--- src/axil_pkg.sv ---
// Shared widths, SRAM depth, AXI-lite response codes and word types for the memory subsystem
`default_nettype none

package axil_pkg;

  // --------------------------------------------------------------------------
  // Bus widths
  // --------------------------------------------------------------------------
  localparam int ADDR_W     = 32;           // Byte address
  localparam int DATA_W     = 64;
  localparam int STRB_W     = DATA_W / 8;   // One strobe bit per byte lane

  // --------------------------------------------------------------------------
  // On-chip SRAM geometry
  // --------------------------------------------------------------------------
  localparam int MEM_WORDS  = 256;
  localparam int WORD_IDX_W = 8;            // log2 of MEM_WORDS

  // --------------------------------------------------------------------------
  // Vector types
  // --------------------------------------------------------------------------
  typedef logic [ADDR_W-1:0] addr_t;
  typedef logic [DATA_W-1:0] data_t;
  typedef logic [STRB_W-1:0] strb_t;
  typedef logic [1:0]        resp_t;

  // AXI response encodings
  localparam resp_t RESP_OKAY   = 2'b00;
  localparam resp_t RESP_SLVERR = 2'b10;    // Address outside the SRAM

endpackage

`default_nettype wire

--- src/axil_master.sv ---
// AXI-lite master with separate read and write FSMs that turns one latched request into bus traffic
`timescale 1ns/1ps
`default_nettype none

module axil_master (
  input  wire              i_aclk,
  input  wire              i_rst_n,
  // Latched request
  input  wire              i_req_start,
  input  wire              i_req_is_write,
  input  wire axil_pkg::addr_t i_req_addr,
  input  wire axil_pkg::data_t i_req_wdata,
  input  wire axil_pkg::strb_t i_req_strb,
  output logic             o_addr_ok,
  output logic             o_data_ok,
  output axil_pkg::data_t  o_rdata,
  output axil_pkg::resp_t  o_resp,
  // Write address channel
  output logic             o_awvalid,
  input  wire              i_awready,
  output axil_pkg::addr_t  o_awaddr,
  // Write data channel
  output logic             o_wvalid,
  input  wire              i_wready,
  output axil_pkg::data_t  o_wdata,
  output axil_pkg::strb_t  o_wstrb,
  // Write response channel
  input  wire              i_bvalid,
  output logic             o_bready,
  input  wire axil_pkg::resp_t i_bresp,
  // Read address channel
  output logic             o_arvalid,
  input  wire              i_arready,
  output axil_pkg::addr_t  o_araddr,
  // Read data channel
  input  wire              i_rvalid,
  output logic             o_rready,
  input  wire axil_pkg::data_t i_rdata,
  input  wire axil_pkg::resp_t i_rresp
);

  import axil_pkg::*;

  typedef enum logic [1:0] {
    RD_IDLE,
    RD_ADDR,
    RD_READ
  } rd_state_e;

  typedef enum logic [1:0] {
    WR_IDLE,
    WR_ADDR,
    WR_WRITE,
    WR_RESP
  } wr_state_e;

  rd_state_e rd_state;
  wr_state_e wr_state;

  logic aw_fire;
  logic w_fire;
  logic b_fire;
  logic ar_fire;
  logic r_fire;

  // Handshake strobes
  assign aw_fire = o_awvalid & i_awready;
  assign w_fire  = o_wvalid  & i_wready;
  assign b_fire  = o_bready  & i_bvalid;
  assign ar_fire = o_arvalid & i_arready;
  assign r_fire  = o_rready  & i_rvalid;

  // --------------------------------------------------------------------------
  // Read FSM
  // --------------------------------------------------------------------------
  always_ff @(posedge i_aclk) begin
    if (!i_rst_n) begin
      rd_state <= RD_IDLE;
    end else begin
      case (rd_state)
        RD_IDLE: if (i_req_start && !i_req_is_write) rd_state <= RD_ADDR;
        RD_ADDR: if (ar_fire) rd_state <= RD_READ;
        RD_READ: if (r_fire) rd_state <= RD_IDLE;
        default: rd_state <= RD_IDLE;
      endcase
    end
  end

  // --------------------------------------------------------------------------
  // Write FSM steps through address, data and response in order
  // --------------------------------------------------------------------------
  always_ff @(posedge i_aclk) begin
    if (!i_rst_n) begin
      wr_state <= WR_IDLE;
    end else begin
      case (wr_state)
        WR_IDLE:  if (i_req_start && i_req_is_write) wr_state <= WR_ADDR;
        WR_ADDR:  if (aw_fire) wr_state <= WR_WRITE;
        WR_WRITE: if (w_fire) wr_state <= WR_RESP;
        WR_RESP:  if (b_fire) wr_state <= WR_IDLE;
        default:  wr_state <= WR_IDLE;
      endcase
    end
  end

  // Channel controls straight from state
  assign o_awvalid = (wr_state == WR_ADDR);
  assign o_wvalid  = (wr_state == WR_WRITE);
  assign o_bready  = (wr_state == WR_RESP);
  assign o_arvalid = (rd_state == RD_ADDR);
  assign o_rready  = (rd_state == RD_READ);

  assign o_awaddr  = i_req_addr;
  assign o_wdata   = i_req_wdata;
  assign o_wstrb   = i_req_strb;
  assign o_araddr  = i_req_addr;

  // Write acceptance counts at the data beat
  assign o_addr_ok = ar_fire | w_fire;
  assign o_data_ok = r_fire  | b_fire;
  assign o_rdata   = i_rdata;
  assign o_resp    = (wr_state == WR_RESP) ? i_bresp : i_rresp;

  // Valid and payload hold until the ready
  a_aw_hold: assert property (@(posedge i_aclk) disable iff (!i_rst_n)
    o_awvalid && !i_awready |=> o_awvalid && $stable(o_awaddr));
  a_w_hold: assert property (@(posedge i_aclk) disable iff (!i_rst_n)
    o_wvalid && !i_wready |=> o_wvalid && $stable(o_wdata) && $stable(o_wstrb));
  a_ar_hold: assert property (@(posedge i_aclk) disable iff (!i_rst_n)
    o_arvalid && !i_arready |=> o_arvalid && $stable(o_araddr));

  // Only one access at a time
  a_one_fsm: assert property (@(posedge i_aclk) disable iff (!i_rst_n)
    !(rd_state != RD_IDLE && wr_state != WR_IDLE));

endmodule

`default_nettype wire

--- config.mk ---
export PLATFORM = sky130hd
export DESIGN_NAME = axil_master
export DESIGN_NICKNAME = d
export VERILOG_FILES = /design/src/axil_pkg.sv /design/src/axil_master.sv
export SDC_FILE = /design/constraint.sdc
export NUM_CORES = 1
export LEC_CHECK = 0
export BUFFER_PORTS_ARGS = -buffer_cell sky130_fd_sc_hd__buf_2
export CAP_MARGIN = 20
export CORE_AREA = 2 2 150 152
export DETAILED_ROUTE_END_ITERATION = 6
export DIE_AREA = 0 0 152 154
export PLACE_DENSITY = 0.34
export SYNTH_ARGS = -nofsm -noshare
export SYNTH_HDL_FRONTEND = slang
export SYNTH_SLANG_ARGS = --single-unit
export TNS_END_PERCENT = 100
--- constraint.sdc ---
create_clock -name i_aclk -period 1.5 [get_ports i_aclk]
set_input_delay 0.15 -clock i_aclk [delete_from_list [all_inputs] [get_ports i_aclk]]
set_output_delay 0.15 -clock i_aclk [all_outputs]
set_load 0.005 [all_outputs]
* Word level (Yosys, flattened, before mapping)
Index checks and enable logic that the tools add are counted.
Word-level totals: bits in registers 4, input bits 181, output and inout port bits 209
Operators by class: equal/unequal tests 12, muxes and demuxes 10, bitwise gates (word level) 7, reduce and logical (&&, ||, !) cells 7
Operators with widths (count):
- $mux W2 | 8
- $ne A2 B1 Y1 const B | 5
- $pmux W2 S4 | 1
- $eq A2 B2 Y1 const B | 3
- $pmux W2 S3 | 1
- $and A1 B1 Y1 | 5
- $eq A2 B1 Y1 const B | 2
- $logic_not A2 Y1 | 2
- $ne A2 B2 Y1 const B | 2
- $reduce_and A4 Y1 | 1
- $reduce_and A3 Y1 | 1
- $logic_and A1 B1 Y1 | 2
- $or A1 B1 Y1 | 2
- $logic_not A1 Y1 | 1

* Depth between registers and ports, before layout
Gate-level depths: netlist of the first run.
depth after elaboration 4, gate-level depth with buffers 5, depth with buffers taken out 5

* Worst setup path after synthesis of the first run
Ideal clock, no wire load.
path kind reg-to-reg, from register wr_state[0], to register wr_state[0], library setup time 0.072 ns, arrival 1.358 ns, data required time 1.428 ns, slack 0.071 ns, stages on the path, launching flop included 6, path buffers 0, period minus slack after synthesis 1.429 ns, path through dfxtp_1 > inv_1 > ha_1 > nor2b_4 > a2111oi_4 > mux2i_1
On the way: word-level cells in the longest chain between the ends 4
RTL lines:
- from (decl) | RTL line axil_master.sv:58 | wr_state_e wr_state;
- from (signal assigned) | RTL line axil_master.sv:94 | wr_state <= WR_IDLE;
- from (signal assigned) | RTL line axil_master.sv:97 | WR_IDLE: if (i_req_start && i_req_is_write) wr_state <= WR_ADDR;
- from (signal assigned) | RTL line axil_master.sv:98 | WR_ADDR: if (aw_fire) wr_state <= WR_WRITE;
- $eq A2 B2 Y1 (*) | RTL line axil_master.sv:108 | assign o_wvalid = (wr_state == WR_WRITE);
- via o_wvalid | RTL line axil_master.sv:23 | output logic o_wvalid,
- $and A1 B1 Y1 | RTL line axil_master.sv:68 | assign w_fire = o_wvalid & i_wready;
- $ne A2 B1 Y1 (no line)
- $reduce_and A4 Y1 (no line)
The timed path passes the listed nets; every way through them passes the cells marked *. A chain may end at the register's enable or synchronous reset.

* Final worst setup path of the first run
from register wr_state[0], to output port o_addr_ok
On the way: word-level cells in the longest chain between the ends 3
RTL lines:
- $eq A2 B2 Y1 | RTL line axil_master.sv:108
- $and A1 B1 Y1 | RTL line axil_master.sv:68
- $or A1 B1 Y1 | RTL line axil_master.sv:119 | assign o_addr_ok = ar_fire | w_fire;
- to (decl) | RTL line axil_master.sv:14 | output logic o_addr_ok,
No other way between the ends.

==> results by group, run 1 <==
Worst setup path
  – Cell Chain, Critical Path: inv_2, ha_2, buf_4, a22o_2, buf_2
  – Reg2reg start: wr_state[0]
  – Setup Crit Path Kind: register to output pin
  – Slowest-stage cell, CP: dfxtp_4
  – WP buf/inv: 3
  – Largest stage delay, worst path: 0.37 ns
  – Critical Path Stages: 5
  – Crit-path max FO: 3
  – Crit end category: output pin
  – CP delay by family, top: flip-flops
  – Critical path origin: wr_state[0]
  – Arr. time, crit path: 1.31 ns
  – Crit path required time: 1.35 ns
  – Critical Path Start Type: register
  – Cell count of the worst reg-to-reg path: 5

Global routing
  – Layer with the highest usage: met4
  – GRT Total Usage: 2.54%
  – GR Util met2: 3.45%
  – Vias in the first global route: 669
  – Initial antenna violation count: 0
  – Gr ovfl total: 0
  – Largest net degree at the start of global routing: 7
  – Global routing met3 resource utilization: 1.78%
  – Global-route wire length before repair: 4370 um
  – GR Util met1: 0.780%

Power
  – Pwr Total: 0.958 mW
  – Peak supply drop: 0.418 mV
  – Pwr Density: 1030 nW/um2
  – Leak Pwr: 0.283 nW

CTS
  – Clock-pin slew on the worst setup and hold paths: 0.03 ns
  – Total number of H-tree levels: 1
  – Clock buffer depth: 2
  – Root Buffer: clkbuf_16
  – Cts bufs inserted: 3
  – TritonCTS clock tree: yes
  – Clk_lat worst skew: 0.22 ns
  – Clk sinks: 4

Synth
  – Syn. warnings: 0
  – EDFF count, synth: 0
  – Synth unique cells: 17
  – Top post-synthesis cells by area: buf_4 (81%), dfxtp_1 (4.3%), ha_1 (3.4%)
  – Post-synth net total: 421
  – Mean post-synth cell area: 7.84 um2
  – Post-synth ARST share: 0%
  – Top cell type's share of synthesized area: 81.5%
  – Largest area contributor in the netlist: buf_4
  – Sequential cell area fraction in the yosys report: 4.34%
  – Post-Synthesis Cells: 235
  – Post-synthesis cell area: 1840 um2
  – Top FF cell, synth: dfxtp_1
  – Synth Register Bits: 4

Run
  – Maxcap violations: 0

Floorplanning
  – Initial Utilization: 8.50%
  – Area of the die: 23,400 um2
  – I/O pin cnt: 390
  – Die Span Y: 154 um
  – Core Area: 21,700 um2
  – Core Rows: 54
  – DIE WIDTH: 152 um

Routing
  – Routed len/inst: 9.74 um
  – DRC Markers: 0
  – First-pass iteration count of the detailed router: 4
  – Vias: 597
  – DRT antenna net count: 0
  – Total routed wirelength: 3320 um
  – Vias/cell: 1.75
  – Initial DRC count: 14

Placement
  – DP Cell Count: 337
  – HPWL after detailed placement: 2770 um
  – Placed inst area: 805 um2
  – PortBufs: 21
  – GP Congestion: 0.607

Worst hold path
  – Hold Path Stages: 2
  – Min-delay worst type: primary input to register
  – Hold Crit Start: i_rst_n

Timing
  – Shortest period the worst path allows: 1.46 ns
  – Final setup vio count: 0
  – Fin Clk Skew: 0.0000869 ns
  – Total Neg Setup Slack: 0 ns
  – Slew Limit Fails: 0
  – Fmax achieved: 0.687 GHz
  – Final period util: 97.0%
  – Final Hold Violating Endpoints: 0
  – Slew @ Worst Pin: 0.327 ns
  – Relative max-transition margin: 78.2%
  – RSZ-0062 raised after global routing: false

Finish
  – Nets: 249
  – Syn-to-layout area delta: -49.5%
  – Final core utilization: 4.29%
  – Non-Filler Instances: 341
  – Share of cells above drive strength 1: 65.6%
  – Antenna cells: 0
  – Finished layout cell area: 931 um2

Outcome
  – Status: complete, no violations
[synthesized netlist by cell type (all sizes together), types with 2 or more instances]
| cell type | count |
|---|---|
| ha | 5 |
| mux2 | 2 |
| inv | 4 |
| mux2i | 2 |
| nand2 | 4 |
| dfxtp | 4 |
| buf | 200 |
| nor3b | 2 |
| nor2b | 6 |
| a22o | 2 |
[metal layers]
| metal | vias up | share of wire (%) |
|---|---|---|
| met4 | 0 | 25 |
| met3 | 107 | 20 |
| met1 | 209 | 13 |
| met2 | 109 | 42 |
| li1 | 172 | - |
| met5 | - | 0 |
[where the power goes]
part           switching, mW  leakage (nW)  internal (mW)
clock                 0.0755        0.0370          0.341
combinational          0.155         0.212          0.209
sequential            0.0378        0.0338          0.140
[cell usage in the layout (no fill, tap or decap)]
cell type,Yosys,final
dfxtp_1,4,2
dfxtp_2,0,1
a22o_2,1,1
nor3b_1,2,2
inv_2,0,2
a22o_1,1,1
ha_2,0,1
mux2i_1,2,2
inv_1,4,2
clkbuf_16,0,3
ha_1,5,2
a2111oi_4,1,1
buf_6,0,1
nand2_1,3,3
a21oi_1,1,1
buf_2,0,21
nand2_2,1,1
nor2b_4,1,2
ha_4,0,2
dfxtp_4,0,1
o21ai_0,1,1
buf_4,200,1
a22oi_1,1,1
nor2b_1,5,4
mux2_2,2,2
[registers in the layout, summed over array words and instances (netlist names)]
signal    count
wr_state      2
rd_state      2
[repair_timing]
item                       4_1_cts  5_1_grt
hold endpoints to repair         0        0
hold buffers                     0        0
pin swaps                        0        1
buffers inserted                 1        0
setup endpoints to repair        3        3
resized for setup                3       10
[area by class of cell]
cell class | count | area (um2)
fill | 2548 | 20800
clock buffer | 3 | 75.1
inverter | 4 | 15.0
tap | 280 | 350
timing repair buffer | 23 | 124
sequential | 4 | 85.1
multi-input combinational | 27 | 282
[path summary, 6_finish.rpt]
path            endpoint  slack [ns]
min reg2reg  rd_state[0]        0.44
max            o_addr_ok        0.04
max reg2reg  wr_state[1]        0.08
min          rd_state[1]        0.22
[cell families after synthesis]
| family | synth area share (%) |
|---|---|
| buffers and inverters | 82.3 |
| AND/OR/NAND/NOR | 4.21 |
| AO/OA/AOI/OAI | 3.46 |
| adder cells (fa/ha/maj) | 3.39 |
| multiplexers | 2.31 |
| flip-flops | 4.35 |
[stage by stage]
step / hold WS [ns] / setup WS (ns)
6_report: 0.223 / 0.0443
3_5_place_dp: 0.300 / 0.00667
2_1_floorplan: 0.278 / 0.0705
4_1_cts: 0.226 / -0.0129
3_3_place_gp: 0.300 / 0.0445
5_1_grt: 0.233 / 0.000445
Note: power is estimated with default switching activity, not from simulation.
==> inputs of run 2 (changes only) <==
Settings changed: BUFFER_PORTS_ARGS -buffer_cell sky130_fd_sc_hd__buf_2 to -buffer_cell sky130_fd_sc_hd__clkbuf_2.
==> results by group, run 2 (synthesized netlist as in run 1, its figures left out) <==
Global routing
  – GRT Total Usage: 2.50% (was 2.54%)
  – Gr ovfl total: 0 (unchanged)
  – Largest net degree at the start of global routing: 7 (unchanged)
  – Initial antenna violation count: 0 (unchanged)
  – Vias in the first global route: 687 (was 669)
  – Global-route wire length before repair: 4360 um (was 4370 um)

Floorplanning
  – Area of the die: 23,400 um2 (unchanged)
  – Initial Utilization: 8.50% (unchanged)
  – Die Span Y: 154 um (unchanged)
  – Core Area: 21,700 um2 (unchanged)
  – I/O pin cnt: 390 (unchanged)
  – Core Rows: 54 (unchanged)
  – DIE WIDTH: 152 um (unchanged)

Power
  – Cell-internal power: 0.658 mW (was 0.690 mW)
  – Sw Share: 26.8% (was 28.0%)
  – Leak Pwr: 0.270 nW (was 0.283 nW)
  – Pwr Density: 1010 nW/um2 (was 1030 nW/um2)
  – Sw Pwr: 0.240 mW (was 0.268 mW)
  – Logic pwr share: 35.2% (was 38.0%)
  – Clock power frac: 45.9% (was 43.4%)
  – Pwr Total: 0.899 mW (was 0.958 mW)
  – Seq pwr share: 18.8% (was 18.5%)
  – Peak supply drop: 0.347 mV (was 0.418 mV)

CTS
  – Clk sinks: 4 (unchanged)
  – TritonCTS clock tree: yes (unchanged)
  – Total number of H-tree levels: 1 (unchanged)
  – Cts hold-fix bufs: 0 (unchanged)
  – Clock-pin slew on the worst setup and hold paths: 0.03 ns (about the same)
  – Clock buffer depth: 2 (unchanged)
  – Cts bufs inserted: 3 (unchanged)
  – Post-CTS setup repair buffer count: 0 (was 1)
  – Root Buffer: clkbuf_16 (unchanged)
  – Clk_lat worst skew: 0.22 ns (about the same)

Worst setup path
  – Crit path required time: 1.35 ns (about the same)
  – Setup Crit Path Kind: register to output pin (unchanged)
  – Critical Path Start Type: register (unchanged)
  – Crit-path max FO: 4 (was 3)
  – Cell Chain, Critical Path: inv_1, ha_2, buf_4, a22o_2, clkbuf_2 (was inv_2, ha_2, buf_4, a22o_2, buf_2)
  – Largest stage delay, worst path: 0.35 ns (was 0.37 ns)
  – Arr. time, crit path: 1.30 ns (was 1.31 ns)
  – Crit end category: output pin (unchanged)
  – R2r setup slk: 0.10 ns (was 0.08 ns)
  – Slowest-stage cell, CP: dfxtp_2 (was dfxtp_4)

Timing
  – Final setup vio count: 0 (unchanged)
  – Fin Clk Skew: 0.000114 ns (was 0.0000869 ns)
  – RSZ-0062 raised after global routing: true (was false)
  – Total Neg Setup Slack: 0 ns (unchanged)
  – Shortest period the worst path allows: 1.45 ns (was 1.46 ns)
  – Relative max-transition margin: 78.1% (was 78.2%)
  – Final Hold Violating Endpoints: 0 (unchanged)
  – Slew Limit Fails: 0 (unchanged)
  – Slew @ Worst Pin: 0.328 ns (was 0.327 ns)
  – Final period util: 96.9% (was 97.0%)
  – Fmax achieved: 0.688 GHz (was 0.687 GHz)

Placement
  – DP Cell Count: 337 (unchanged)
  – PortBufs: 21 (unchanged)
  – GP Congestion: 0.611 (was 0.607)
  – HPWL after detailed placement: 2740 um (was 2770 um)

Finish
  – Commonest non-fill, non-tap cell in the layout: clkbuf_2 (was buf_2)
  – Nets: 248 (was 249)
  – Share of cells above drive strength 1: 61.7% (was 65.6%)
  – Syn-to-layout area delta: -51.6% (was -49.5%)
  – Non-Filler Instances: 340 (was 341)
  – Most frequent cells in the layout: clkbuf_2 (21), nor2b_1 (5) (was buf_2 (21), nor2b_1 (4), nand2_1 (3), clkbuf_16 (3))
  – Antenna cells: 0 (unchanged)
  – Largest regs: rd_state x2, wr_state x2 (unchanged)

Routing
  – Vias: 595 (was 597)
  – DRC Markers: 0 (unchanged)
  – Total routed wirelength: 3280 um (was 3320 um)
  – Vias/cell: 1.75 (about the same)
  – First-pass iteration count of the detailed router: 4 (unchanged)
  – DRT antenna net count: 0 (unchanged)
  – Routed len/inst: 9.63 um (was 9.74 um)
  – Initial DRC count: 13 (was 14)

Outcome
  – Status: complete, no violations (unchanged)

Worst hold path
  – Min-delay worst type: primary input to register (unchanged)

Run
  – Maxcap violations: 0 (unchanged)
[run 2: cell count changes in the layout (fill, tap and decap cells not counted), moves of 2 or more]
cell	before	now
buf_2	21	0
ha_2	1	3
ha_4	2	0
clkbuf_2	0	21
[run 2: path summary, 6_finish.rpt]
path                       to        start  cells past startpoint
setup reg to reg  wr_state[1]  wr_state[1]                      5
hold / removal    wr_state[0]      i_rst_n                      3
setup / recovery    o_addr_ok  wr_state[0]                      5
hold reg to reg   rd_state[0]  rd_state[1]                      1
[run 2: area by class of cell]
| type | count | area, um2 |
|---|---|---|
| inverters | 4 | 15.0 |
| repair buffers | 22 | 113 |
| multi-input cells | 27 | 254 |
| flip-flops and latches | 4 | 85.1 |
| well taps | 280 | 350 |
| clock buffers | 3 | 75.1 |
| fillers | 2550 | 20800 |
[run 2: repair_timing]
action | CTS | global route
resized for setup | 2 | 5
cloned | 0 | 0
endpoints found under the setup margin | 3 | 5
pin swaps | 0 | 1
[run 2: through the flow]
stage	area, um2	util [%]	hold slack [ns]	setup WS (ns)
floorplan	1840	-	0.278	0.0705
global placement	805	3.71	0.300	0.0423
detailed placement	805	3.71	0.300	0.0212
CTS	883	4.07	0.230	-0.00330
global route	892	4.11	0.256	-0.0188
finish	892	4.11	0.233	0.0466
[run 2: per-layer routing]
layer / track usage (%) / wire [um] / vias up
li1: - / - / 169
met1: 0.780 / 446 / 213
met2: 3.41 / 1370 / 105
met3: 1.75 / 649 / 108
met4: 6.85 / 812 / 0
met5: 0 / 0 / -
[run 2: worst max-delay path, delay by kind of cell (launching register included)]
| family | cells | cell delay, ns |
|---|---|---|
| buffers and inverters | 3 | 0.33 |
| adders and majority gates | 1 | 0.19 |
| DFF | 1 | 0.35 |
| AOI/OAI and AO/OA | 1 | 0.22 |
[run 2: power by group through the flow]
stage / clock network (mW) / registers, mW / logic, mW
after detailed placement: 0 / 0.156 / 0.318
final: 0.413 / 0.169 / 0.317
after global routing: 0.429 / 0.174 / 0.361
after floorplan: 0 / 0.151 / 0.647
after CTS: 0.418 / 0.157 / 0.321
after global placement: 0 / 0.154 / 0.318
